**src/cache_pkg.sv**
```systemverilog
//--------------------------------------------------
// cache_pkg
// widths, address fields, RAM sizes and read-fill
// timing shared by the cache and translation unit
//--------------------------------------------------
`default_nettype none

package cache_pkg;

  localparam int addr_w      = 32;
  localparam int data_w      = 32;

  //--------------------------------------------------
  // address fields
  //--------------------------------------------------
  localparam int idx_lo      = 0;  // cache line index
  localparam int idx_hi      = 7;
  localparam int tlb_lo      = 8;  // tlb index
  localparam int tlb_hi      = 15;
  localparam int vtag_lo     = 16; // page tag
  localparam int vtag_hi     = 31;
  localparam int page_w      = vtag_hi - vtag_lo + 1;
  localparam int cache_tag_w = 24; // page tag plus tlb index

  localparam int ram_depth   = 256;
  localparam int ram_aw      = $clog2(ram_depth);

  //--------------------------------------------------
  // read fill counter
  //--------------------------------------------------
  localparam int cnt_w = 3;
  localparam logic [cnt_w-1:0] fill_start  = 3'd4; // loaded on read ack
  localparam logic [cnt_w-1:0] fill_first  = 3'd6; // requested word
  localparam logic [cnt_w-1:0] fill_second = 3'd7; // companion word

  // tlb write word, physical tag in the upper half
  typedef struct packed {
    logic [page_w-1:0] ptag;
    logic [page_w-1:0] vtag;
  } tlb_fields_t;

  typedef union packed {
    logic [data_w-1:0] word;
    tlb_fields_t       f;
  } tlb_entry_u;

endpackage

`default_nettype wire
```
**src/xfer_if.sv**
```systemverilog
//--------------------------------------------------
// xfer_if
// memory request handed from the CPU domain to the
// memory domain, with toggle events both ways
//--------------------------------------------------
`timescale 1ns/1ps
`default_nettype none

interface xfer_if;

  logic [cache_pkg::addr_w-1:0]      phys_addr;
  logic [cache_pkg::data_w-1:0]      wdata;
  logic                              we;
  logic                              tlb_op;
  logic [cache_pkg::cache_tag_w-1:0] fill_tag;   // tag written with the fill
  logic                              req_toggle; // flips once per request
  logic [cache_pkg::data_w-1:0]      fill_data;  // requested word, read miss
  logic                              rsp_toggle; // flips on ack or first fill word

  // fields stay put while a request is outstanding
  modport cpu (
    output phys_addr, wdata, we, tlb_op, fill_tag, req_toggle,
    input  fill_data, rsp_toggle
  );

  modport mem (
    input  phys_addr, wdata, we, tlb_op, fill_tag, req_toggle,
    output fill_data, rsp_toggle
  );

endinterface

`default_nettype wire

```
**src/mem_sequencer.sv**
```systemverilog
//--------------------------------------------------
// mem_sequencer
// memory side: bus cycle, read fill of the word pair,
// cache and TLB RAM writes
//--------------------------------------------------
`timescale 1ns/1ps
`default_nettype none

module mem_sequencer (
  input  wire                               MCU_CLK,
  input  wire                               RST,
  input  wire                               mem_start,
  xfer_if.mem                               xfer,
  input  wire                               dma_mcu_access,
  input  wire                               mem_ack,
  input  wire [cache_pkg::data_w-1:0]       mem_datafrommem,
  output logic [cache_pkg::addr_w-1:0]      mem_addr,
  output logic [cache_pkg::data_w-1:0]      mem_dataintomem,
  output logic                              mem_we,
  output logic                              mem_do_act,
  output logic                              dat_we,
  output logic [cache_pkg::ram_aw-1:0]      dat_waddr,
  output logic [cache_pkg::data_w-1:0]      dat_wdata,
  output logic [cache_pkg::cache_tag_w-1:0] tag_wdata,
  output logic                              tlb_we,
  output logic [cache_pkg::ram_aw-1:0]      tlb_waddr,
  output logic [cache_pkg::page_w-1:0]      tlb_ptag_w,
  output logic [cache_pkg::page_w-1:0]      tlb_vtag_w
);

  logic                              op_we;
  logic                              op_tlb;
  logic                              op_wr;     // any bus write
  logic                              act_pre;   // strobe wanted
  logic                              do_act_q;
  logic                              ack_q;
  logic                              acked;     // registered ack seen
  logic                              cap_first;
  logic                              cap_second;
  logic [cache_pkg::cnt_w-1:0]       read_cnt;
  logic [cache_pkg::ram_aw-1:0]      line_idx;
  logic [cache_pkg::cache_tag_w-1:0] fill_tag_q;
  cache_pkg::tlb_entry_u             tlb_entry;

  assign op_wr      = op_we || op_tlb;
  assign acked      = do_act_q && ack_q;
  assign mem_do_act = act_pre && dma_mcu_access && !acked; // waits for the grant
  assign mem_we     = op_wr && mem_do_act;
  assign cap_first  = (read_cnt == cache_pkg::fill_first);
  assign cap_second = (read_cnt == cache_pkg::fill_second);

  //--------------------------------------------------
  // RAM write side
  //--------------------------------------------------
  assign tlb_entry.word = mem_dataintomem;
  assign dat_we     = (acked && op_we && !op_tlb) || cap_first || cap_second;
  assign dat_waddr  = line_idx;
  assign dat_wdata  = op_wr ? mem_dataintomem : mem_datafrommem;
  assign tag_wdata  = fill_tag_q;
  assign tlb_we     = acked && op_tlb;
  assign tlb_waddr  = mem_addr[cache_pkg::tlb_hi:cache_pkg::tlb_lo];
  assign tlb_ptag_w = tlb_entry.f.ptag;
  assign tlb_vtag_w = tlb_entry.f.vtag;

  always_ff @(posedge MCU_CLK)
  begin
    if (!RST)
    begin
      act_pre         <= 1'b0;
      do_act_q        <= 1'b0;
      ack_q           <= 1'b0;
      op_we           <= 1'b0;
      op_tlb          <= 1'b0;
      read_cnt        <= '0;
      xfer.rsp_toggle <= 1'b0;
    end
    else
    begin
      do_act_q <= mem_do_act;
      ack_q    <= mem_ack;
      if (mem_start)
      begin
        act_pre <= 1'b1;
        op_we   <= xfer.we;
        op_tlb  <= xfer.tlb_op;
      end
      else if (acked)
        act_pre <= 1'b0;
      // first word lands 2 cycles after the ack is registered
      if (mem_do_act && mem_ack && !op_wr)
        read_cnt <= cache_pkg::fill_start;
      else if (read_cnt != '0)
        read_cnt <= read_cnt + 1'b1; // wraps to idle after second word
      if ((acked && op_wr) || cap_first)
        xfer.rsp_toggle <= !xfer.rsp_toggle;
    end
  end

  always_ff @(posedge MCU_CLK)
  begin
    if (mem_start)
    begin
      mem_addr        <= xfer.phys_addr;
      mem_dataintomem <= xfer.wdata;
      fill_tag_q      <= xfer.fill_tag;
      line_idx        <= xfer.phys_addr[cache_pkg::idx_hi:cache_pkg::idx_lo];
    end
    else if (cap_first)
      line_idx <= {line_idx[cache_pkg::ram_aw-1:1], ~line_idx[0]}; // companion
    if (cap_first)
      xfer.fill_data <= mem_datafrommem;
  end

  // CPU side holds off until the previous cycle has fully finished
  a_no_overlap: assert property (@(posedge MCU_CLK) disable iff (!RST)
    mem_start |-> !act_pre && (read_cnt == '0));

endmodule

`default_nettype wire

```
**src/flat_wrapper.sv**
```systemverilog
// flat-port wrapper written by rule: the top's interface ports become plain ports
module mem_sequencer_flat 
  (MCU_CLK, RST, mem_start, dma_mcu_access, mem_ack, mem_datafrommem, mem_addr, mem_dataintomem, mem_we, mem_do_act, dat_we, dat_waddr, dat_wdata, tag_wdata, tlb_we, tlb_waddr, tlb_ptag_w, tlb_vtag_w, xfer_phys_addr, xfer_wdata, xfer_we, xfer_tlb_op, xfer_fill_tag, xfer_req_toggle, xfer_fill_data, xfer_rsp_toggle);
  xfer_if xfer_i ();
  input  wire MCU_CLK;
  input  wire RST;
  input  wire mem_start;
  input  wire dma_mcu_access;
  input  wire mem_ack;
  input  wire [cache_pkg::data_w-1:0] mem_datafrommem;
  output logic [cache_pkg::addr_w-1:0] mem_addr;
  output logic [cache_pkg::data_w-1:0] mem_dataintomem;
  output logic mem_we;
  output logic mem_do_act;
  output logic dat_we;
  output logic [cache_pkg::ram_aw-1:0] dat_waddr;
  output logic [cache_pkg::data_w-1:0] dat_wdata;
  output logic [cache_pkg::cache_tag_w-1:0] tag_wdata;
  output logic tlb_we;
  output logic [cache_pkg::ram_aw-1:0] tlb_waddr;
  output logic [cache_pkg::page_w-1:0] tlb_ptag_w;
  output logic [cache_pkg::page_w-1:0] tlb_vtag_w;
  input wire logic [$bits(xfer_i.phys_addr)-1:0] xfer_phys_addr;
  input wire logic [$bits(xfer_i.wdata)-1:0] xfer_wdata;
  input wire logic [$bits(xfer_i.we)-1:0] xfer_we;
  input wire logic [$bits(xfer_i.tlb_op)-1:0] xfer_tlb_op;
  input wire logic [$bits(xfer_i.fill_tag)-1:0] xfer_fill_tag;
  input wire logic [$bits(xfer_i.req_toggle)-1:0] xfer_req_toggle;
  output wire logic [$bits(xfer_i.fill_data)-1:0] xfer_fill_data;
  output wire logic [$bits(xfer_i.rsp_toggle)-1:0] xfer_rsp_toggle;
  assign xfer_i.phys_addr = xfer_phys_addr;
  assign xfer_i.wdata = xfer_wdata;
  assign xfer_i.we = xfer_we;
  assign xfer_i.tlb_op = xfer_tlb_op;
  assign xfer_i.fill_tag = xfer_fill_tag;
  assign xfer_i.req_toggle = xfer_req_toggle;
  assign xfer_fill_data = xfer_i.fill_data;
  assign xfer_rsp_toggle = xfer_i.rsp_toggle;
  mem_sequencer u_core (.MCU_CLK(MCU_CLK), .RST(RST), .mem_start(mem_start), .xfer(xfer_i), .dma_mcu_access(dma_mcu_access), .mem_ack(mem_ack), .mem_datafrommem(mem_datafrommem), .mem_addr(mem_addr), .mem_dataintomem(mem_dataintomem), .mem_we(mem_we), .mem_do_act(mem_do_act), .dat_we(dat_we), .dat_waddr(dat_waddr), .dat_wdata(dat_wdata), .tag_wdata(tag_wdata), .tlb_we(tlb_we), .tlb_waddr(tlb_waddr), .tlb_ptag_w(tlb_ptag_w), .tlb_vtag_w(tlb_vtag_w));
endmodule
```
**config.mk**
```make
export PLATFORM = sky130hd
export DESIGN_NAME = mem_sequencer_flat
export DESIGN_NICKNAME = d
export VERILOG_FILES = /design/src/cache_pkg.sv /design/src/xfer_if.sv /design/src/mem_sequencer.sv /design/src/flat_wrapper.sv
export SDC_FILE = /design/constraint.sdc
export NUM_CORES = 1
export LEC_CHECK = 0
export BUFFER_PORTS_ARGS = -buffer_cell sky130_fd_sc_hd__buf_2
export CAP_MARGIN = 20
export CORE_AREA = 5 5 126 128
export DETAILED_ROUTE_END_ITERATION = 12
export DIE_AREA = 0 0 131 133
export PLACE_DENSITY = 0.69
export SKIP_LAST_GASP = 1
export SLEW_MARGIN = 20
export SYNTH_ARGS = -nofsm -noshare
export SYNTH_HDL_FRONTEND = slang
export SYNTH_SLANG_ARGS = --single-unit
```
**constraint.sdc**
```tcl
create_clock -name MCU_CLK -period 4.2 [get_ports MCU_CLK]
set_input_delay 0.21 -clock MCU_CLK [delete_from_list [all_inputs] [get_ports MCU_CLK]]
set_output_delay 0.21 -clock MCU_CLK [all_outputs]
set_load 0.01 [all_outputs]
```
==> reports/metrics.yaml <==
cells_and_area:
  final_nets: 814
  layout-drive-gt1-share_pct: 57.12
  antennaDiodeCount: 0
  syn2layout_area_growth_pct: 66.05
  final_cell_mix: "buf_2, edfxtp_1, dlygate4sd3_1"
  final_common_cell: "buf_2"
  final_core_util_pct: 56.79
clocking:
  post_cts_buffers: 0
  htreeDepth: 4
  hold_buffers: 116
  cts_buffer_depth: 2
  clock_latency_ns: 0.40
  numCtsBuffers: 17
  numClockSinks: 137
  clock-root-buffer: "clkbuf_16"
  cts_resized: 0
  cts_tree: "built"
  path_clk_slew_ns: 0.06
yosys:
  syn_area_per_cell_um2: 19.55
  ys_dominant_reg_cell: "edfxtp_1"
  seq_area_frac_synth_pct: 79.76
  synth_cells: 258
  synth.cell_area_mm2: 0.005045
  synth_cell_types: 26
  synth_edf_count: 128
  synth.top_cells.by_area: "edfxtp_1, mux2_2, buf_4"
  synth_top_area_share_pct: 76.19
  async_flop_share_pct: 0
  yosys.area.top_type: "edfxtp_1"
  synth-seq-cells: 137
  ys_warn_count: 0
  synth_fp_nets: 390
setup_path:
  start_kind: "flip-flop"
  cp.required_ns: 3.99
  r2r-start: "u_core.op_we$_SDFFE_PN0P_"
  end_kind: "primary output"
  criticalPathCategory: "flip-flop to primary output"
  cp-endpoint: "dat_wdata[0]"
  cp_max_fo: 35
  r2r-end: "u_core.read_cnt[1]$_SDFFE_PP0P_"
  crit_start: "u_core.op_we$_SDFFE_PN0P_"
  rr_worst_depth: 3
  r2r_slack_ns: 2.38
  crit_arrival_ns: 2.21
floorplanning:
  dieHeight_um: 133
  rows: 45
  io_pins: 333
  initial_core_util_pct: 34.20
  die_w_um: 131
  core_mm2: 0.01475
  die_area_mm2: 0.01742
global_route:
  antenna_found_initial: 0
  grt-ovfl-total: 0
  grt_pass1_wl_um: 22140
  grt.total_usage_pct: 16.73
  grt_max_degree: 77
  grt_pass1_vias: 4187
worst_hold_path:
  worstHoldStart: "mem_datafrommem[6]"
  hp-class: "input pin to flip-flop"
drt:
  dr.first_iter.drc_count: 137
  drc: 0
  viasPerCell: 4.342
  vias: 3834
  met3_length_um: 1804
  highest_layer: "met4"
  wl_met1_um: 5376
  ant_nets: 0
  first_pass_iters: 4
  wl_um: 15230
  wl_met2_um: 7820
  wire_per_inst_um: 17.25
place:
  dpl.hpwl_um: 10280
  routabilityCongestion: 0.8068
  numPortBuffers: 331
timing:
  tns_ns: 0
  period_share_pct: 57.71
  hold_viol_final: 0
  period_needed_ns: 2.424
  relSlewSlack_pct: 26.55
  holdWs_ns: 0.03155
  rsz0062_at_grt: "false"
  fin_skew_ns: 0.005555
  drv_slew: 0
  tightest_slew_ns: 1.099
  setup_viol: 0
  fmax_ghz: 0.4125
power:
  p_per_area_mw_per_mm2: 431.4
  ir_drop_v: 0.0003830
  p_leak_nw: 3.672
flow_run:
  maxCapViolations: 0
status:
  status: "finished clean"
[critical path: stages (launching register included)]
cell	delay, ns
dfxtp_1	0.34
nor2_4	0.85
mux2_2	0.44
buf_2	0.15
[registers in the layout, indices dropped and copies added, names as in the netlist]
signal / cells
u_core.dat_waddr: 8
u_core.op_we: 1
u_core.xfer.rsp_toggle: 1
u_core.tag_wdata: 24
u_core.read_cnt: 3
u_core.mem_addr: 32
u_core.ack_q: 1
u_core.mem_dataintomem: 32
u_core.do_act_q: 1
u_core.op_tlb: 1
u_core.xfer.fill_data: 32
u_core.act_pre: 1
[stage by stage]
| stage | total power [mW] | area, um2 | instances | setup WS [ns] |
|---|---|---|---|---|
| 6_report | 3.613 | 8377 | 883 | 1.776 |
| 5_1_grt | 3.767 | 8377 | 883 | 1.683 |
| 4_1_cts | 3.651 | 8377 | 883 | 1.787 |
| 3_5_place_dp | 2.065 | 6616 | 735 | 2.237 |
| 3_3_place_gp | 2.053 | 6616 | 735 | 2.280 |
| 2_1_floorplan | 1.867 | 5045 | 258 | 2.295 |
[cell usage after synthesis (all sizes together) (3+ instances only)]
master	count
mux2	33
edfxtp	128
ha	4
and3	4
nor2b	3
dfxtp	9
buf	43
mux2i	3
and2	10
nand2b	3
nand2	4
[where the power goes]
group / switching [mW] / internal (mW) / total [mW]
Clock: 0.554 / 0.934 / 1.49
Sequential: 0.0405 / 1.59 / 1.63
Combinational: 0.237 / 0.260 / 0.497
[final cells by class]
cell class | instances | area, um2
flip-flops and latches | 137 | 4024
clock buffers | 17 | 425.4
well taps | 188 | 235.2
repair buffers | 449 | 2835
inverters | 2 | 7.507
clock inverters | 15 | 173.9
fillers | 1148 | 6375
multi-input cells | 75 | 675.6
[logic make-up after synthesis]
| family | synth area share, % |
|---|---|
| buf+inv | 6.845 |
| flops | 79.76 |
| mux | 7.961 |
| compound gates | 0.7939 |
| simple gates | 3.472 |
| fa+ha+maj | 0.9921 |
| xor+xnor | 0.1736 |
[metal layers]
metal	up-vias	track usage, %
li1	1775	-
met4	0	4.857
met2	230	29.37
met5	-	0
met3	19	8.034
met1	1810	17.57
[how the worst min path moves through the flow]
stage / endpoint / slack [ns] / cells past startpoint
floorplan: u_core.mem_addr[0]$_DFFE_PP_ / 0.31 / 0
global placement: u_core.tag_wdata[0]$_DFFE_PP_ / 0.39 / 1
detailed placement: u_core.tag_wdata[4]$_DFFE_PP_ / 0.39 / 1
CTS: u_core.xfer.fill_data[8]$_DFFE_PP_ / 0.004 / 1
global route: u_core.xfer.fill_data[6]$_DFFE_PP_ / 0.005 / 1
finish: u_core.xfer.fill_data[6]$_DFFE_PP_ / 0.03 / 1
Note: power is estimated with default switching activity, not from simulation.
