### config.mk
export PLATFORM = sky130hd
export DESIGN_NAME = cache_lookup_flat
export DESIGN_NICKNAME = d
export VERILOG_FILES = /design/src/cache_pkg.sv /design/src/xfer_if.sv /design/src/cache_lookup.sv /design/src/flat_wrapper.sv
export SDC_FILE = /design/constraint.sdc
export NUM_CORES = 1
export LEC_CHECK = 0
export BUFFER_PORTS_ARGS = -buffer_cell sky130_fd_sc_hd__buf_2
export CAP_MARGIN = 0
export CORE_MARGIN = 5
export CORE_UTILIZATION = 46
export CTS_BUF_LIST = sky130_fd_sc_hd__clkbuf_16
export DETAILED_ROUTE_END_ITERATION = 10
export GPL_ROUTABILITY_DRIVEN = 0
export PLACE_DENSITY = 0.78
export SKIP_LAST_GASP = 1
export SYNTH_ARGS = -nofsm -noshare
export SYNTH_HDL_FRONTEND = slang
export SYNTH_SLANG_ARGS = --single-unit
### constraint.sdc
create_clock -name CPU_CLK -period 7.1 [get_ports CPU_CLK]
set_input_delay 0 -clock CPU_CLK [delete_from_list [all_inputs] [get_ports CPU_CLK]]
set_output_delay 0 -clock CPU_CLK [all_outputs]
set_load 0.02 [all_outputs]
### src/cache_pkg.sv
//--------------------------------------------------
// cache_pkg
// widths, address fields, RAM sizes and read-fill
// timing shared by the cache and translation unit
//--------------------------------------------------
`default_nettype none

package cache_pkg;

  localparam int addr_w      = 32;
  localparam int data_w      = 32;

  //--------------------------------------------------
  // address fields
  //--------------------------------------------------
  localparam int idx_lo      = 0;  // cache line index
  localparam int idx_hi      = 7;
  localparam int tlb_lo      = 8;  // tlb index
  localparam int tlb_hi      = 15;
  localparam int vtag_lo     = 16; // page tag
  localparam int vtag_hi     = 31;
  localparam int page_w      = vtag_hi - vtag_lo + 1;
  localparam int cache_tag_w = 24; // page tag plus tlb index

  localparam int ram_depth   = 256;
  localparam int ram_aw      = $clog2(ram_depth);

  //--------------------------------------------------
  // read fill counter
  //--------------------------------------------------
  localparam int cnt_w = 3;
  localparam logic [cnt_w-1:0] fill_start  = 3'd4; // loaded on read ack
  localparam logic [cnt_w-1:0] fill_first  = 3'd6; // requested word
  localparam logic [cnt_w-1:0] fill_second = 3'd7; // companion word

  // tlb write word, physical tag in the upper half
  typedef struct packed {
    logic [page_w-1:0] ptag;
    logic [page_w-1:0] vtag;
  } tlb_fields_t;

  typedef union packed {
    logic [data_w-1:0] word;
    tlb_fields_t       f;
  } tlb_entry_u;

endpackage

`default_nettype wire
### src/xfer_if.sv
//--------------------------------------------------
// xfer_if
// memory request handed from the CPU domain to the
// memory domain, with toggle events both ways
//--------------------------------------------------
`timescale 1ns/1ps
`default_nettype none

interface xfer_if;

  logic [cache_pkg::addr_w-1:0]      phys_addr;
  logic [cache_pkg::data_w-1:0]      wdata;
  logic                              we;
  logic                              tlb_op;
  logic [cache_pkg::cache_tag_w-1:0] fill_tag;   // tag written with the fill
  logic                              req_toggle; // flips once per request
  logic [cache_pkg::data_w-1:0]      fill_data;  // requested word, read miss
  logic                              rsp_toggle; // flips on ack or first fill word

  // fields stay put while a request is outstanding
  modport cpu (
    output phys_addr, wdata, we, tlb_op, fill_tag, req_toggle,
    input  fill_data, rsp_toggle
  );

  modport mem (
    input  phys_addr, wdata, we, tlb_op, fill_tag, req_toggle,
    output fill_data, rsp_toggle
  );

endinterface

`default_nettype wire

### src/cache_lookup.sv
//--------------------------------------------------
// cache_lookup
// CPU side tag compare, translation and fault check,
// miss decision, busy and read data return
//--------------------------------------------------
`timescale 1ns/1ps
`default_nettype none

module cache_lookup (
  input  wire                               CPU_CLK,
  input  wire                               RST,
  input  wire [cache_pkg::addr_w-1:0]       cache_precycle_addr,
  input  wire [cache_pkg::data_w-1:0]       cache_datao,
  output logic [cache_pkg::data_w-1:0]      cache_datai,
  input  wire                               cache_precycle_we,
  input  wire                               cache_precycle_enable,
  input  wire                               cache_inhibit,
  input  wire                               vmem_act,
  input  wire                               we_tlb,
  output logic                              cache_busy,
  output logic                              mmu_fault,
  input  wire [cache_pkg::data_w-1:0]       cache_rdata,
  input  wire [cache_pkg::cache_tag_w-1:0]  tag_rdata,
  input  wire [cache_pkg::page_w-1:0]       tlb_ptag,
  input  wire [cache_pkg::page_w-1:0]       tlb_vtag,
  output logic                              ram_re,
  input  wire                               mem_done,
  xfer_if.cpu                               xfer
);

  logic                              cyc_vld;  // lookup cycle active
  logic                              cyc_tlb;
  logic                              cyc_we;
  logic                              cyc_vmem;
  logic [cache_pkg::addr_w-1:0]      cyc_addr;
  logic [cache_pkg::data_w-1:0]      cyc_wdata;
  logic                              pend_rd;  // read miss outstanding
  logic [cache_pkg::page_w-1:0]      vtag;
  logic [cache_pkg::page_w-1:0]      page_tag;
  logic [cache_pkg::cache_tag_w-1:0] req_tag;
  logic                              cache_work;
  logic                              accept;
  logic                              hit;
  logic                              fault;
  logic                              go_mem;

  assign cache_work = cache_precycle_enable && !cache_inhibit;
  // no new lookup on top of one that goes to memory
  assign accept     = (cache_work || we_tlb) && !cache_busy && !go_mem;
  assign ram_re     = cache_work && !cache_busy && !go_mem;

  //--------------------------------------------------
  // lookup cycle
  //--------------------------------------------------
  assign vtag     = cyc_addr[cache_pkg::vtag_hi:cache_pkg::vtag_lo];
  assign page_tag = (cyc_vmem && !cyc_tlb) ? tlb_ptag : vtag; // translated or flat
  assign req_tag  = {page_tag, cyc_addr[cache_pkg::tlb_hi:cache_pkg::tlb_lo]};
  assign hit      = (tag_rdata == req_tag);
  assign fault    = cyc_vld && cyc_vmem && !cyc_tlb && (tlb_vtag != vtag);
  assign go_mem   = cyc_vld && !fault && (cyc_tlb || cyc_we || !hit);

  always_ff @(posedge CPU_CLK)
  begin
    if (!RST)
    begin
      cyc_vld  <= 1'b0;
      cyc_tlb  <= 1'b0;
      cyc_we   <= 1'b0;
      cyc_vmem <= 1'b0;
    end
    else
    begin
      cyc_vld <= accept;
      if (accept)
      begin
        cyc_tlb  <= we_tlb;
        cyc_we   <= cache_precycle_we && !we_tlb;
        cyc_vmem <= vmem_act;
      end
    end
  end

  always_ff @(posedge CPU_CLK)
  begin
    if (accept)
    begin
      cyc_addr  <= cache_precycle_addr;
      cyc_wdata <= cache_datao;
    end
  end

  //--------------------------------------------------
  // request and busy
  //--------------------------------------------------
  always_ff @(posedge CPU_CLK)
  begin
    if (!RST)
    begin
      cache_busy      <= 1'b0;
      pend_rd         <= 1'b0;
      mmu_fault       <= 1'b0;
      xfer.req_toggle <= 1'b0;
    end
    else
    begin
      mmu_fault <= fault;
      if (go_mem)
      begin
        cache_busy      <= 1'b1;
        pend_rd         <= !(cyc_we || cyc_tlb);
        xfer.req_toggle <= !xfer.req_toggle;
      end
      else if (mem_done)
      begin
        cache_busy <= 1'b0;
        pend_rd    <= 1'b0;
      end
    end
  end

  always_ff @(posedge CPU_CLK)
  begin
    if (go_mem)
    begin
      xfer.phys_addr <= {page_tag, cyc_addr[cache_pkg::tlb_hi:cache_pkg::idx_lo]};
      xfer.wdata     <= cyc_wdata;
      xfer.we        <= cyc_we;
      xfer.tlb_op    <= cyc_tlb;
      xfer.fill_tag  <= req_tag;
    end
  end

  // hit data at end of lookup or fill word on response
  always_ff @(posedge CPU_CLK)
  begin
    if (cyc_vld && hit && !cyc_we && !cyc_tlb && !fault)
      cache_datai <= cache_rdata;
    else if (mem_done && pend_rd)
      cache_datai <= xfer.fill_data;
  end

  // responses only come back for an outstanding request
  a_busy_hold: assert property (@(posedge CPU_CLK) disable iff (!RST)
    mem_done |-> cache_busy);

  // a faulting lookup never reaches the memory domain
  a_fault_quiet: assert property (@(posedge CPU_CLK) disable iff (!RST)
    mmu_fault |-> $stable(xfer.req_toggle));

endmodule

`default_nettype wire

### src/flat_wrapper.sv
// flat-port wrapper written by rule: the top's interface ports become plain ports
module cache_lookup_flat 
  (CPU_CLK, RST, cache_precycle_addr, cache_datao, cache_datai, cache_precycle_we, cache_precycle_enable, cache_inhibit, vmem_act, we_tlb, cache_busy, mmu_fault, cache_rdata, tag_rdata, tlb_ptag, tlb_vtag, ram_re, mem_done, xfer_phys_addr, xfer_wdata, xfer_we, xfer_tlb_op, xfer_fill_tag, xfer_req_toggle, xfer_fill_data, xfer_rsp_toggle);
  xfer_if xfer_i ();
  input  wire CPU_CLK;
  input  wire RST;
  input  wire [cache_pkg::addr_w-1:0] cache_precycle_addr;
  input  wire [cache_pkg::data_w-1:0] cache_datao;
  output logic [cache_pkg::data_w-1:0] cache_datai;
  input  wire cache_precycle_we;
  input  wire cache_precycle_enable;
  input  wire cache_inhibit;
  input  wire vmem_act;
  input  wire we_tlb;
  output logic cache_busy;
  output logic mmu_fault;
  input  wire [cache_pkg::data_w-1:0] cache_rdata;
  input  wire [cache_pkg::cache_tag_w-1:0] tag_rdata;
  input  wire [cache_pkg::page_w-1:0] tlb_ptag;
  input  wire [cache_pkg::page_w-1:0] tlb_vtag;
  output logic ram_re;
  input  wire mem_done;
  output wire logic [$bits(xfer_i.phys_addr)-1:0] xfer_phys_addr;
  output wire logic [$bits(xfer_i.wdata)-1:0] xfer_wdata;
  output wire logic [$bits(xfer_i.we)-1:0] xfer_we;
  output wire logic [$bits(xfer_i.tlb_op)-1:0] xfer_tlb_op;
  output wire logic [$bits(xfer_i.fill_tag)-1:0] xfer_fill_tag;
  output wire logic [$bits(xfer_i.req_toggle)-1:0] xfer_req_toggle;
  input wire logic [$bits(xfer_i.fill_data)-1:0] xfer_fill_data;
  input wire logic [$bits(xfer_i.rsp_toggle)-1:0] xfer_rsp_toggle;
  assign xfer_phys_addr = xfer_i.phys_addr;
  assign xfer_wdata = xfer_i.wdata;
  assign xfer_we = xfer_i.we;
  assign xfer_tlb_op = xfer_i.tlb_op;
  assign xfer_fill_tag = xfer_i.fill_tag;
  assign xfer_req_toggle = xfer_i.req_toggle;
  assign xfer_i.fill_data = xfer_fill_data;
  assign xfer_i.rsp_toggle = xfer_rsp_toggle;
  cache_lookup u_core (.CPU_CLK(CPU_CLK), .RST(RST), .cache_precycle_addr(cache_precycle_addr), .cache_datao(cache_datao), .cache_datai(cache_datai), .cache_precycle_we(cache_precycle_we), .cache_precycle_enable(cache_precycle_enable), .cache_inhibit(cache_inhibit), .vmem_act(vmem_act), .we_tlb(we_tlb), .cache_busy(cache_busy), .mmu_fault(mmu_fault), .cache_rdata(cache_rdata), .tag_rdata(tag_rdata), .tlb_ptag(tlb_ptag), .tlb_vtag(tlb_vtag), .ram_re(ram_re), .mem_done(mem_done), .xfer(xfer_i));
endmodule
==> metrics.yaml, run 1 <==
min_path_cells: 5
insertion_delay_ns: 0.42
synthMuxAreaShare_pct: 6.74
dpl.hpwl_um: 13000
drt_drc_violations_left: 0
clock-sinks: 170
synth_top_family_by_area: "multiplexers"
maxCapViolCount: 0
p_leak_nw: 4.36
ctsRootBufferMaster: "clkbuf_16"
cts_tree: "yes"
viasPerCell: 4.88
cts_max_level: 4
synthXorXnorAreaFrac_pct: 4.72
period_needed_ns: 4.20
nFillCells: 889
post-route-period-util_pct: 59.2
rrSetupSlack_ns: 2.90
routedWlPerCell_um: 20.0
power_density_mw_per_mm2: 243
grt_pass1_wl_um: 30000
antenna_found_initial: 0
final_common_cell: "buf_2"
dr.pass1.iters: 4
syn_avg_cell_area_um2: 16.9
worst_setup_path_end_kind: "flop"
min-delay-start: "tlb_vtag[13]"
synthToLayoutAreaGrowth_pct: 57.0
peakVddDrop_uv: 170
hold_viol_final: 0
vias: 5148
grt_usage_pct: 24.0
reg2reg_to: "u_core.cyc_tlb"
p_total_mw: 2.55
synth_edf_count: 162
timing.fmax_ghz: 0.238
synth_async_sr_flop_share_pct: 0
yosysWarnings: 0
whs_endpoint: "u_core.mmu_fault"
rows: 44
synthTopCellsByArea: "edfxtp_1 (73%), mux2_1 (5.1%), xnor2_1 (3.4%)"
worst_ep_required_time_ns: 7.46
final.setup.tns_ns: 0
layout-drive-gt1-share_pct: 42.0
start_util_pct: 46.5
layout_common_cells: "buf_2 (317), edfxtp_1 (162), dlygate4sd3_1 (157), nand2_1 (33), mux2_1 (30)"
status: "finished clean"
synth_top_area_share_pct: 72.8
die_h_um: 131
synth_seq_cells: 170
core_mm2: 0.0144
clkTransAtPathRegs_ns: 0.07
antenna_left: 0
ys.flop_type: "edfxtp_1"
worstHoldPathType: "primary input to flop"
ys_seq_area_share_pct: 75.2
grt_overflow: 0
drtIter0Drc: 289
chipWidth_um: 131
synth_top_area_cell: "edfxtp_1"
finalMaxSlewViolations: 0
rsz0062_at_grt: "no"
cts_buffers: 17
worstReg2RegStart: "u_core.cyc_vmem"
syn-cell-area_mm2: 0.00668
reg2reg_depth: 9
path_max_fanout: 68
cp-start-kind: "flop"
syn_inst: 395
grt_max_degree: 72
setup_viol: 0
cts.path.max_buffers: 2
worstSetupPathType: "flop to flop"
ios: 319
synth_fa_ha_area_share_pct: 0
crit_arrival_ns: 4.56
port_buffers: 317
wirelength_um: 21100
slew_headroom_pct: 28.2
nNetsFinal: 1051
synth_compound_area_share_pct: 2.79
tightest_slew_ns: 1.07
grt_pass1_vias: 5503
synth_cell_types: 45
syn-num-nets: 588
yosys.area_share.simple_pct: 6.57
fin_worst_skew_ns: 0.0122
fp.dieArea_mm2: 0.0170
## sequential cells by signal, indices dropped and copies added (netlist names)
| signal | cells |
|---|---|
| u_core.cyc_we | 1 |
| u_core.cyc_tlb | 1 |
| u_core.xfer.phys_addr | 9 |
| u_core.xfer.req_toggle | 1 |
| u_core.cyc_vmem | 1 |
| u_core.pend_rd | 1 |
| u_core.xfer.fill_tag | 23 |
| u_core.cache_busy | 1 |
| u_core.cache_datai | 32 |
| u_core.cyc_vld | 1 |
| u_core.xfer.wdata | 32 |
| u_core.mmu_fault | 1 |
| u_core.cyc_addr | 32 |
| u_core.cyc_wdata | 32 |
| u_core.xfer.we | 1 |
| u_core.xfer.tlb_op | 1 |
## cell usage after synthesis (4+ instances only)
master    count
edfxtp_1    162
nand2_1      34
mux2_1       30
xnor2_1      26
buf_4        24
inv_1        11
xor2_1       10
dfxtp_1       8
o21ai_0       7
mux2_2        6
nand2b_1      6
a21oi_1       5
nand4_1       5
buf_2         4
clkbuf_1      4
nor2b_1       4
nor3_1        4
nor3b_1       4
o22ai_1       4
## per-stage QoR
stage	worst slack, ns	cell area, um^2	utilization, %	std cells	hold WS [ns]
global placement	3.16	8310	57.8	866	0.176
floorplan	1.93	6680	-	395	0.0863
finish	2.90	10500	73.0	1056	0.203
global route	2.57	10500	73.0	1055	0.236
CTS	2.93	10500	73.0	1055	0.159
detailed placement	2.97	8310	57.8	866	0.178
## worst max-delay path: stages, from the launching register on
cell and delay (ns):
dfxtp_1 0.36, nor2b_2 0.87, mux2_2 0.46, xor2_1 0.17, nor4_4 0.36, a31oi_4 0.18, nor3_4 0.16, buf_4 0.72
mux2i_1 0.27, dlygate4sd3_1 0.58
## worst max-delay path by stage
stage	slack, ns	start	cells after the start	endpoint
floorplan	1.93	u_core.cyc_vmem	8	u_core.cyc_vld
global placement	3.16	u_core.cyc_vmem	7	u_core.cache_datai[18]
detailed placement	2.97	u_core.cyc_vmem	7	u_core.cache_datai[12]
CTS	2.93	u_core.cyc_vmem	9	u_core.cyc_tlb
global route	2.57	u_core.cyc_vmem	9	u_core.cyc_tlb
finish	2.90	u_core.cyc_vmem	9	u_core.cyc_tlb
## logic make-up (layout without fill, tap and decap cells)
family / after synthesis / after routing
flops: 170 / 170
compound gates: 28 / 28
mux: 40 / 40
xor+xnor: 36 / 36
simple gates: 77 / 77
buf+inv: 44 / 520
other cells: 0 / 1
## per-layer routing
metal / vias up / share of wire (%) / global-route usage, %
li1: 2376 / - / -
met1: 2471 / 35 / 26.6
met2: 261 / 54 / 42.8
met3: 40 / 8.5 / 7.80
met4: 0 / 2.4 / 9.32
met5: - / 0 / 0
## power by group
part           total (mW)  switching (mW)  internal [mW]
registers            1.24          0.0353           1.20
clock network       0.948           0.414          0.534
logic               0.371           0.201          0.170
total                2.55           0.651           1.90
## cell type report
type	count	area (um^2)	area share [%]
clock inverter	15	183	1.74
antenna	1	2.50	0.0238
inverter	11	41.3	0.394
multi-input combinational	181	1410	13.4
timing repair buffer	477	3180	30.3
tap	184	230	2.19
sequential	170	5020	47.9
clock buffer	17	425	4.05
## timing repair
action,4_1_cts,5_1_grt
hold buffers,157,0
endpoints found under the hold margin,120,0
setup buffers,0,0
gates resized for setup,0,0
No activity file was read; power rests on OpenSTA's default activity.
==> run 2, diff against run 1 <==
Clock period 7.1 ns to 4.1 ns, I/O delays scaled along.
==> metrics.yaml, run 2 (synthesized netlist as in run 1, its figures left out) <==
setup_viol: 0  # unchanged
fin_worst_skew_ns: 0.0125  # was 0.0122 ns
finalMaxSlewViolations: 0  # unchanged
finalWorstSetupSlack_ns: 0.276  # was 2.90 ns
cts_buffers: 17  # unchanged
cp-start-kind: "flop"  # unchanged
routedWlPerCell_um: 19.9  # was 20.0 um
clock-sinks: 170  # unchanged
timing.fmax_ghz: 0.261  # was 0.238 GHz
port_buffers: 317  # unchanged
rsz0062_at_grt: "no"  # unchanged
crit_chain: "nor2b_4 > mux2_1 > xor2_1 > nor4_4 > nand4b_4 > buf_4 > mux2_1 > dlygate4sd3_1"  # was nor2b_2 > mux2_2 > xor2_1 > nor4_4 > a31oi_4 > nor3_4 > buf_4 > mux2i_1 > dlygate4sd3_1
die_h_um: 131  # unchanged
maxCapViolCount: 0  # unchanged
hold_viol_final: 0  # unchanged
place_worst_setup_slack_ns: 0.690  # was 2.97 ns
path_max_fanout: 27  # was 68
grt_overflow: 0  # unchanged
cts.path.max_buffers: 2  # unchanged
layout-drive-gt1-share_pct: 42.0  # about the same
core_mm2: 0.0144  # unchanged
grt_max_degree: 72  # unchanged
drtIter0Drc: 362  # was 289
fp.dieArea_mm2: 0.0170  # unchanged
drt_drc_violations_left: 0  # unchanged
worstHoldPathType: "primary input to flop"  # unchanged
nNetsFinal: 1053  # was 1,051
chipWidth_um: 131  # unchanged
ios: 319  # unchanged
dr.pass1.iters: 5  # was 4
grt_pass1_vias: 5593  # was 5,503
cts_max_level: 4  # unchanged
wirelength_um: 21100  # about the same
start_util_pct: 46.5  # unchanged
crit_top_cell: "mux2_1"
antenna_found_initial: 3  # was 0
nFillCells: 880  # was 889
worst_setup_path_end_kind: "flop"  # unchanged
stdcell_count: 1060  # was 1,056
peakVddDrop_uv: 386  # was 170 uV
status: "finished clean"  # unchanged
synthToLayoutAreaGrowth_pct: 57.8  # was 57.0%
rrSetupSlack_ns: 0.28  # was 2.90 ns
layout_common_cells: "buf_2 (317), edfxtp_1 (162), dlygate4sd3_1 (157), nand2_1 (34), mux2_1 (30)"  # was buf_2 (317), edfxtp_1 (162), dlygate4sd3_1 (157), nand2_1 (33), mux2_1 (30)
max_stage_delay_ns: 0.59  # was 0.87 ns
power_density_mw_per_mm2: 418  # was 243 mW/mm^2
cts_tree: "yes"  # unchanged
worstSetupPathType: "flop to flop"  # unchanged
period_needed_ns: 3.82  # was 4.20 ns
antenna_left: 0  # unchanged
hold_slack_ns: 0.215  # was 0.203 ns
insertion_delay_ns: 0.42  # about the same
clkTransAtPathRegs_ns: 0.07  # about the same
slew_headroom_pct: 60.6  # was 28.2%
worst_ep_required_time_ns: 4.26  # was 7.46 ns
grt_pass1_wl_um: 30800  # was 30,000 um
ctsRootBufferMaster: "clkbuf_16"  # unchanged
viasPerCell: 4.89  # was 4.88
rows: 44  # unchanged
crit_arrival_ns: 3.98  # was 4.56 ns
dp.cells: 868  # was 866
final.setup.tns_ns: 0  # unchanged
tightest_slew_ns: 0.590  # was 1.07 ns
p_leak_nw: 4.40  # was 4.36 nW
final_common_cell: "buf_2"  # unchanged
dpl.hpwl_um: 13400  # was 13,000 um
post-route-period-util_pct: 93.3  # was 59.2%
crit_slowest_cell: "dlygate4sd3_1"  # was nor2b_2
grt_usage_pct: 24.5  # was 24.0%
utilization_pct: 73.4  # was 73.0%
vias: 5186  # was 5,148
-- run 2: cell count changes in the layout (fill, tap and decap cells not counted), moves of 2 or more --
cell,before,now
diode_2,1,3
clkinv_4,2,4
clkinvlp_4,2,0
buf_12,0,2
-- run 2: metal layers --
| metal | track usage [%] | wire (um) | part of all wire, % | vias to the layer above |
|---|---|---|---|---|
| met5 | 0 | 0 | 0 | - |
| li1 | - | - | - | 2388 |
| met3 | 7.28 | 1750 | 8.3 | 35 |
| met2 | 43.6 | 11200 | 53 | 258 |
| met4 | 8.83 | 483 | 2.3 | 0 |
| met1 | 28.0 | 7720 | 37 | 2505 |
-- run 2: final cells by class --
class / instances / area [um^2] / share of cell area (%)
Sequential cell: 170 / 5030 / 47.6
Timing Repair Buffer: 479 / 3220 / 30.5
Clock buffer: 17 / 425 / 4.03
Tap cell: 184 / 230 / 2.18
Antenna cell: 3 / 7.51 / 0.0712
Inverter: 11 / 41.3 / 0.391
Multi-Input combinational cell: 181 / 1430 / 13.6
Clock inverter: 15 / 165 / 1.57
-- run 2: repair_timing --
action / in CTS / in global routing
setup endpoints to repair: 0 / 15
hold buffers: 157 / 0
hold endpoints to repair: 120 / 0
gates resized for setup: 0 / 1
setup buffers: 0 / 0
-- run 2: worst paths after layout --
kind | from | to | cells after the start
max | u_core.cyc_tlb | u_core.cache_datai[10] | 8
min reg2reg | u_core.cyc_wdata[23] | u_core.xfer.wdata[23] | 0
min | tlb_vtag[13] | u_core.mmu_fault | 5
max reg2reg | u_core.cyc_tlb | u_core.cache_datai[10] | 8
-- run 2: critical path, delay by kind of cell (launching register included) --
kind | cells | cell delay, ns
buf+inv | 2 | 0.95
xor+xnor | 1 | 0.19
flops | 1 | 0.38
simple gates | 3 | 1.28
mux | 2 | 0.75
-- run 2: stage by stage --
stage	area [um^2]	power, mW
2_1_floorplan	6720	2.47
3_3_place_gp	8370	2.67
3_5_place_dp	8370	2.69
4_1_cts	10500	4.41
5_1_grt	10500	4.57
6_report	10500	4.41
-- run 2: report_power, final --
| part | total, mW | leakage (nW) | internal, mW | switching (mW) |
|---|---|---|---|---|
| registers | 2.14 | 1.59 | 2.08 | 0.0639 |
| clock network | 1.62 | 0.295 | 0.913 | 0.705 |
| logic | 0.654 | 2.51 | 0.303 | 0.351 |
| total | 4.41 | 4.40 | 3.29 | 1.12 |
==> run 3, diff against run 2 <==
Settings changed: CORE_ASPECT_RATIO from default to 0.75.
==> metrics.yaml, run 3 (synthesized netlist as in run 1, its figures left out) <==
status: "finished clean"  # unchanged
rrSetupSlack_ns: 0.25  # was 0.28 ns
finalWorstSetupSlack_ns: 0.246  # was 0.276 ns
worst_setup_path_end_kind: "flop"  # unchanged
crit_arrival_ns: 4.03  # was 3.98 ns
fp.dieArea_mm2: 0.0171  # was 0.0170 mm^2
vias: 5185  # was 5,186
nFillCells: 932  # was 880
fin_worst_skew_ns: 0.0193  # was 0.0125 ns
routedWlPerCell_um: 19.7  # was 19.9 um
use_met1_pct: 27.0  # was 28.0%
worstSetupPathType: "flop to flop"  # unchanged
final.setup.tns_ns: 0  # unchanged
start_util_pct: 46.5  # about the same
finalMaxSlewViolations: 0  # unchanged
whs_endpoint: "u_core.xfer.fill_tag[14]"  # was u_core.mmu_fault
p_leak_nw: 4.36  # was 4.40 nW
path_max_fanout: 27  # unchanged
dpl.hpwl_um: 13700  # was 13,400 um
final_common_cell: "buf_2"  # unchanged
layout_common_cells: "buf_2 (317), edfxtp_1 (162), dlygate4sd3_1 (156), nand2_1 (34), mux2_1 (30)"  # was buf_2 (317), edfxtp_1 (162), dlygate4sd3_1 (157), nand2_1 (34), mux2_1 (30)
chipWidth_um: 149  # was 131 um
clock-sinks: 170  # unchanged
worstHoldPathType: "primary input to flop"  # unchanged
reg2reg_to: "u_core.cache_datai[25]"  # was u_core.cache_datai[10]
ctsResizeCount: 0  # unchanged
drtIter0Drc: 350  # was 362
antenna_left: 0  # unchanged
post-cts-setup-buffers: 0  # unchanged
cts_buffers: 17  # unchanged
worstReg2RegStart: "u_core.cyc_tlb"  # unchanged
dr.pass1.iters: 6  # was 5
ctsRootBufferMaster: "clkbuf_16"  # unchanged
use_met3_pct: 7.80  # was 7.28%
p_total_mw: 4.33  # was 4.41 mW
grt_overflow: 0  # unchanged
min_path_cells: 3  # was 5
maxCapViolCount: 0  # unchanged
ios: 319  # unchanged
peakVddDrop_uv: 343  # was 386 uV
die_h_um: 114  # was 131 um
period_needed_ns: 3.85  # was 3.82 ns
power_density_mw_per_mm2: 412  # was 418 mW/mm^2
met2_usage_pct: 44.5  # was 43.6%
pwr-share-seq_pct: 49.4  # was 48.5%
timing.fmax_ghz: 0.259  # was 0.261 GHz
tightest_slew_ns: 0.636  # was 0.590 ns
min-delay-start: "tlb_ptag[6]"  # was tlb_vtag[13]
worst_ep_required_time_ns: 4.27  # was 4.26 ns
insertion_delay_ns: 0.43  # was 0.42 ns
grt_pass1_vias: 5763  # was 5,593
grt_max_degree: 72  # unchanged
viasPerCell: 4.82  # was 4.89
setup_viol: 0  # unchanged
place_area_mm2: 0.00839  # was 0.00837 mm^2
synthToLayoutAreaGrowth_pct: 57.4  # was 57.8%
grt_usage_pct: 24.4  # was 24.5%
internal_power_mw: 3.18  # was 3.29 mW
hold_viol_final: 0  # unchanged
grt_pass1_wl_um: 31100  # was 30,800 um
reg2reg_depth: 8  # unchanged
slew_headroom_pct: 57.5  # was 60.6%
p_clk_share_pct: 35.5  # was 36.7%
busiest_layer: "met2"  # unchanged
p_switching_mw: 1.15  # was 1.12 mW
p_sw_share_pct: 26.6  # was 25.4%
rsz0062_at_grt: "no"  # unchanged
rows: 38  # was 44
stdcell_count: 1075  # was 1,060
port_buffers: 317  # unchanged
post-route-period-util_pct: 94.0  # was 93.3%
p_comb_share_pct: 15.1  # was 14.8%
antenna_found_initial: 0  # was 3
core_mm2: 0.0144  # about the same
cts_max_level: 4  # unchanged
clkTransAtPathRegs_ns: 0.08  # was 0.07 ns
nNetsFinal: 1054  # was 1,053
cts_tree: "yes"  # unchanged
place_worst_setup_slack_ns: 0.888  # was 0.690 ns
dp.cells: 886  # was 868
layout-drive-gt1-share_pct: 42.4  # was 42.0%
cp-start-kind: "flop"  # unchanged
drt_drc_violations_left: 0  # unchanged
stdcell_area_mm2: 0.0105  # about the same
wirelength_um: 21200  # was 21,100 um
holdBufCountCts: 156  # was 157
cts.path.max_buffers: 2  # unchanged
==> run 3: layout make-up <==
cell class / instances / area (um^2) / share of cell area (%)
Clock inverter: 15 / 135 / 1.28
Sequential cell: 170 / 5030 / 47.8
Timing Repair Buffer: 480 / 3210 / 30.5
Clock buffer: 17 / 425 / 4.04
Tap cell: 200 / 250 / 2.38
Antenna cell: 1 / 2.50 / 0.0238
Multi-Input combinational cell: 181 / 1420 / 13.5
Inverter: 11 / 41.3 / 0.393
==> run 3: power by group through the flow <==
stage | Sequential (mW) | Clock, mW | Combinational (mW)
floorplan | 2.24 | 0 | 0.233
global placement | 2.16 | 0 | 0.512
detailed placement | 2.17 | 0 | 0.526
CTS | 2.13 | 1.55 | 0.645
global route | 2.15 | 1.64 | 0.697
finish | 2.14 | 1.54 | 0.652
==> run 3: critical path: stages, from the launching register on <==
cell	delay, ns
dfxtp_1	0.37
nor2b_4	0.54
mux2_4	0.37
xor2_2	0.16
nor4_4	0.37
nand4b_2	0.46
buf_4	0.39
mux2_1	0.33
dlygate4sd3_1	0.59
==> run 3: how the worst max path moves through the flow <==
stage          slack, ns       startpoint  cells after the start                      to
2_1_floorplan      -0.31  u_core.cyc_vmem                      7      u_core.cyc_addr[0]
3_3_place_gp        0.92   u_core.cyc_tlb                      7  u_core.cache_datai[22]
3_5_place_dp        0.89   u_core.cyc_tlb                      7  u_core.cache_datai[30]
4_1_cts             0.31   u_core.cyc_tlb                      8   u_core.cache_datai[2]
5_1_grt             0.05   u_core.cyc_tlb                      8  u_core.cache_datai[25]
6_report            0.25   u_core.cyc_tlb                      8  u_core.cache_datai[25]
==> run 3: metrics by stage <==
step | hold WS [ns] | util (%)
after global routing | 0.0614 | 73.2
after detailed placement | 0.178 | 58.5
after global placement | 0.176 | 58.5
after floorplan | 0.0863 | -
final | 0.0506 | 73.2
after CTS | 0.00698 | 73.2
==> run 3: metal layers <==
layer,up-vias,share of wire [%]
li1,2387,-
met1,2501,37
met2,255,53
met3,42,7.7
met4,0,2.3
met5,-,0
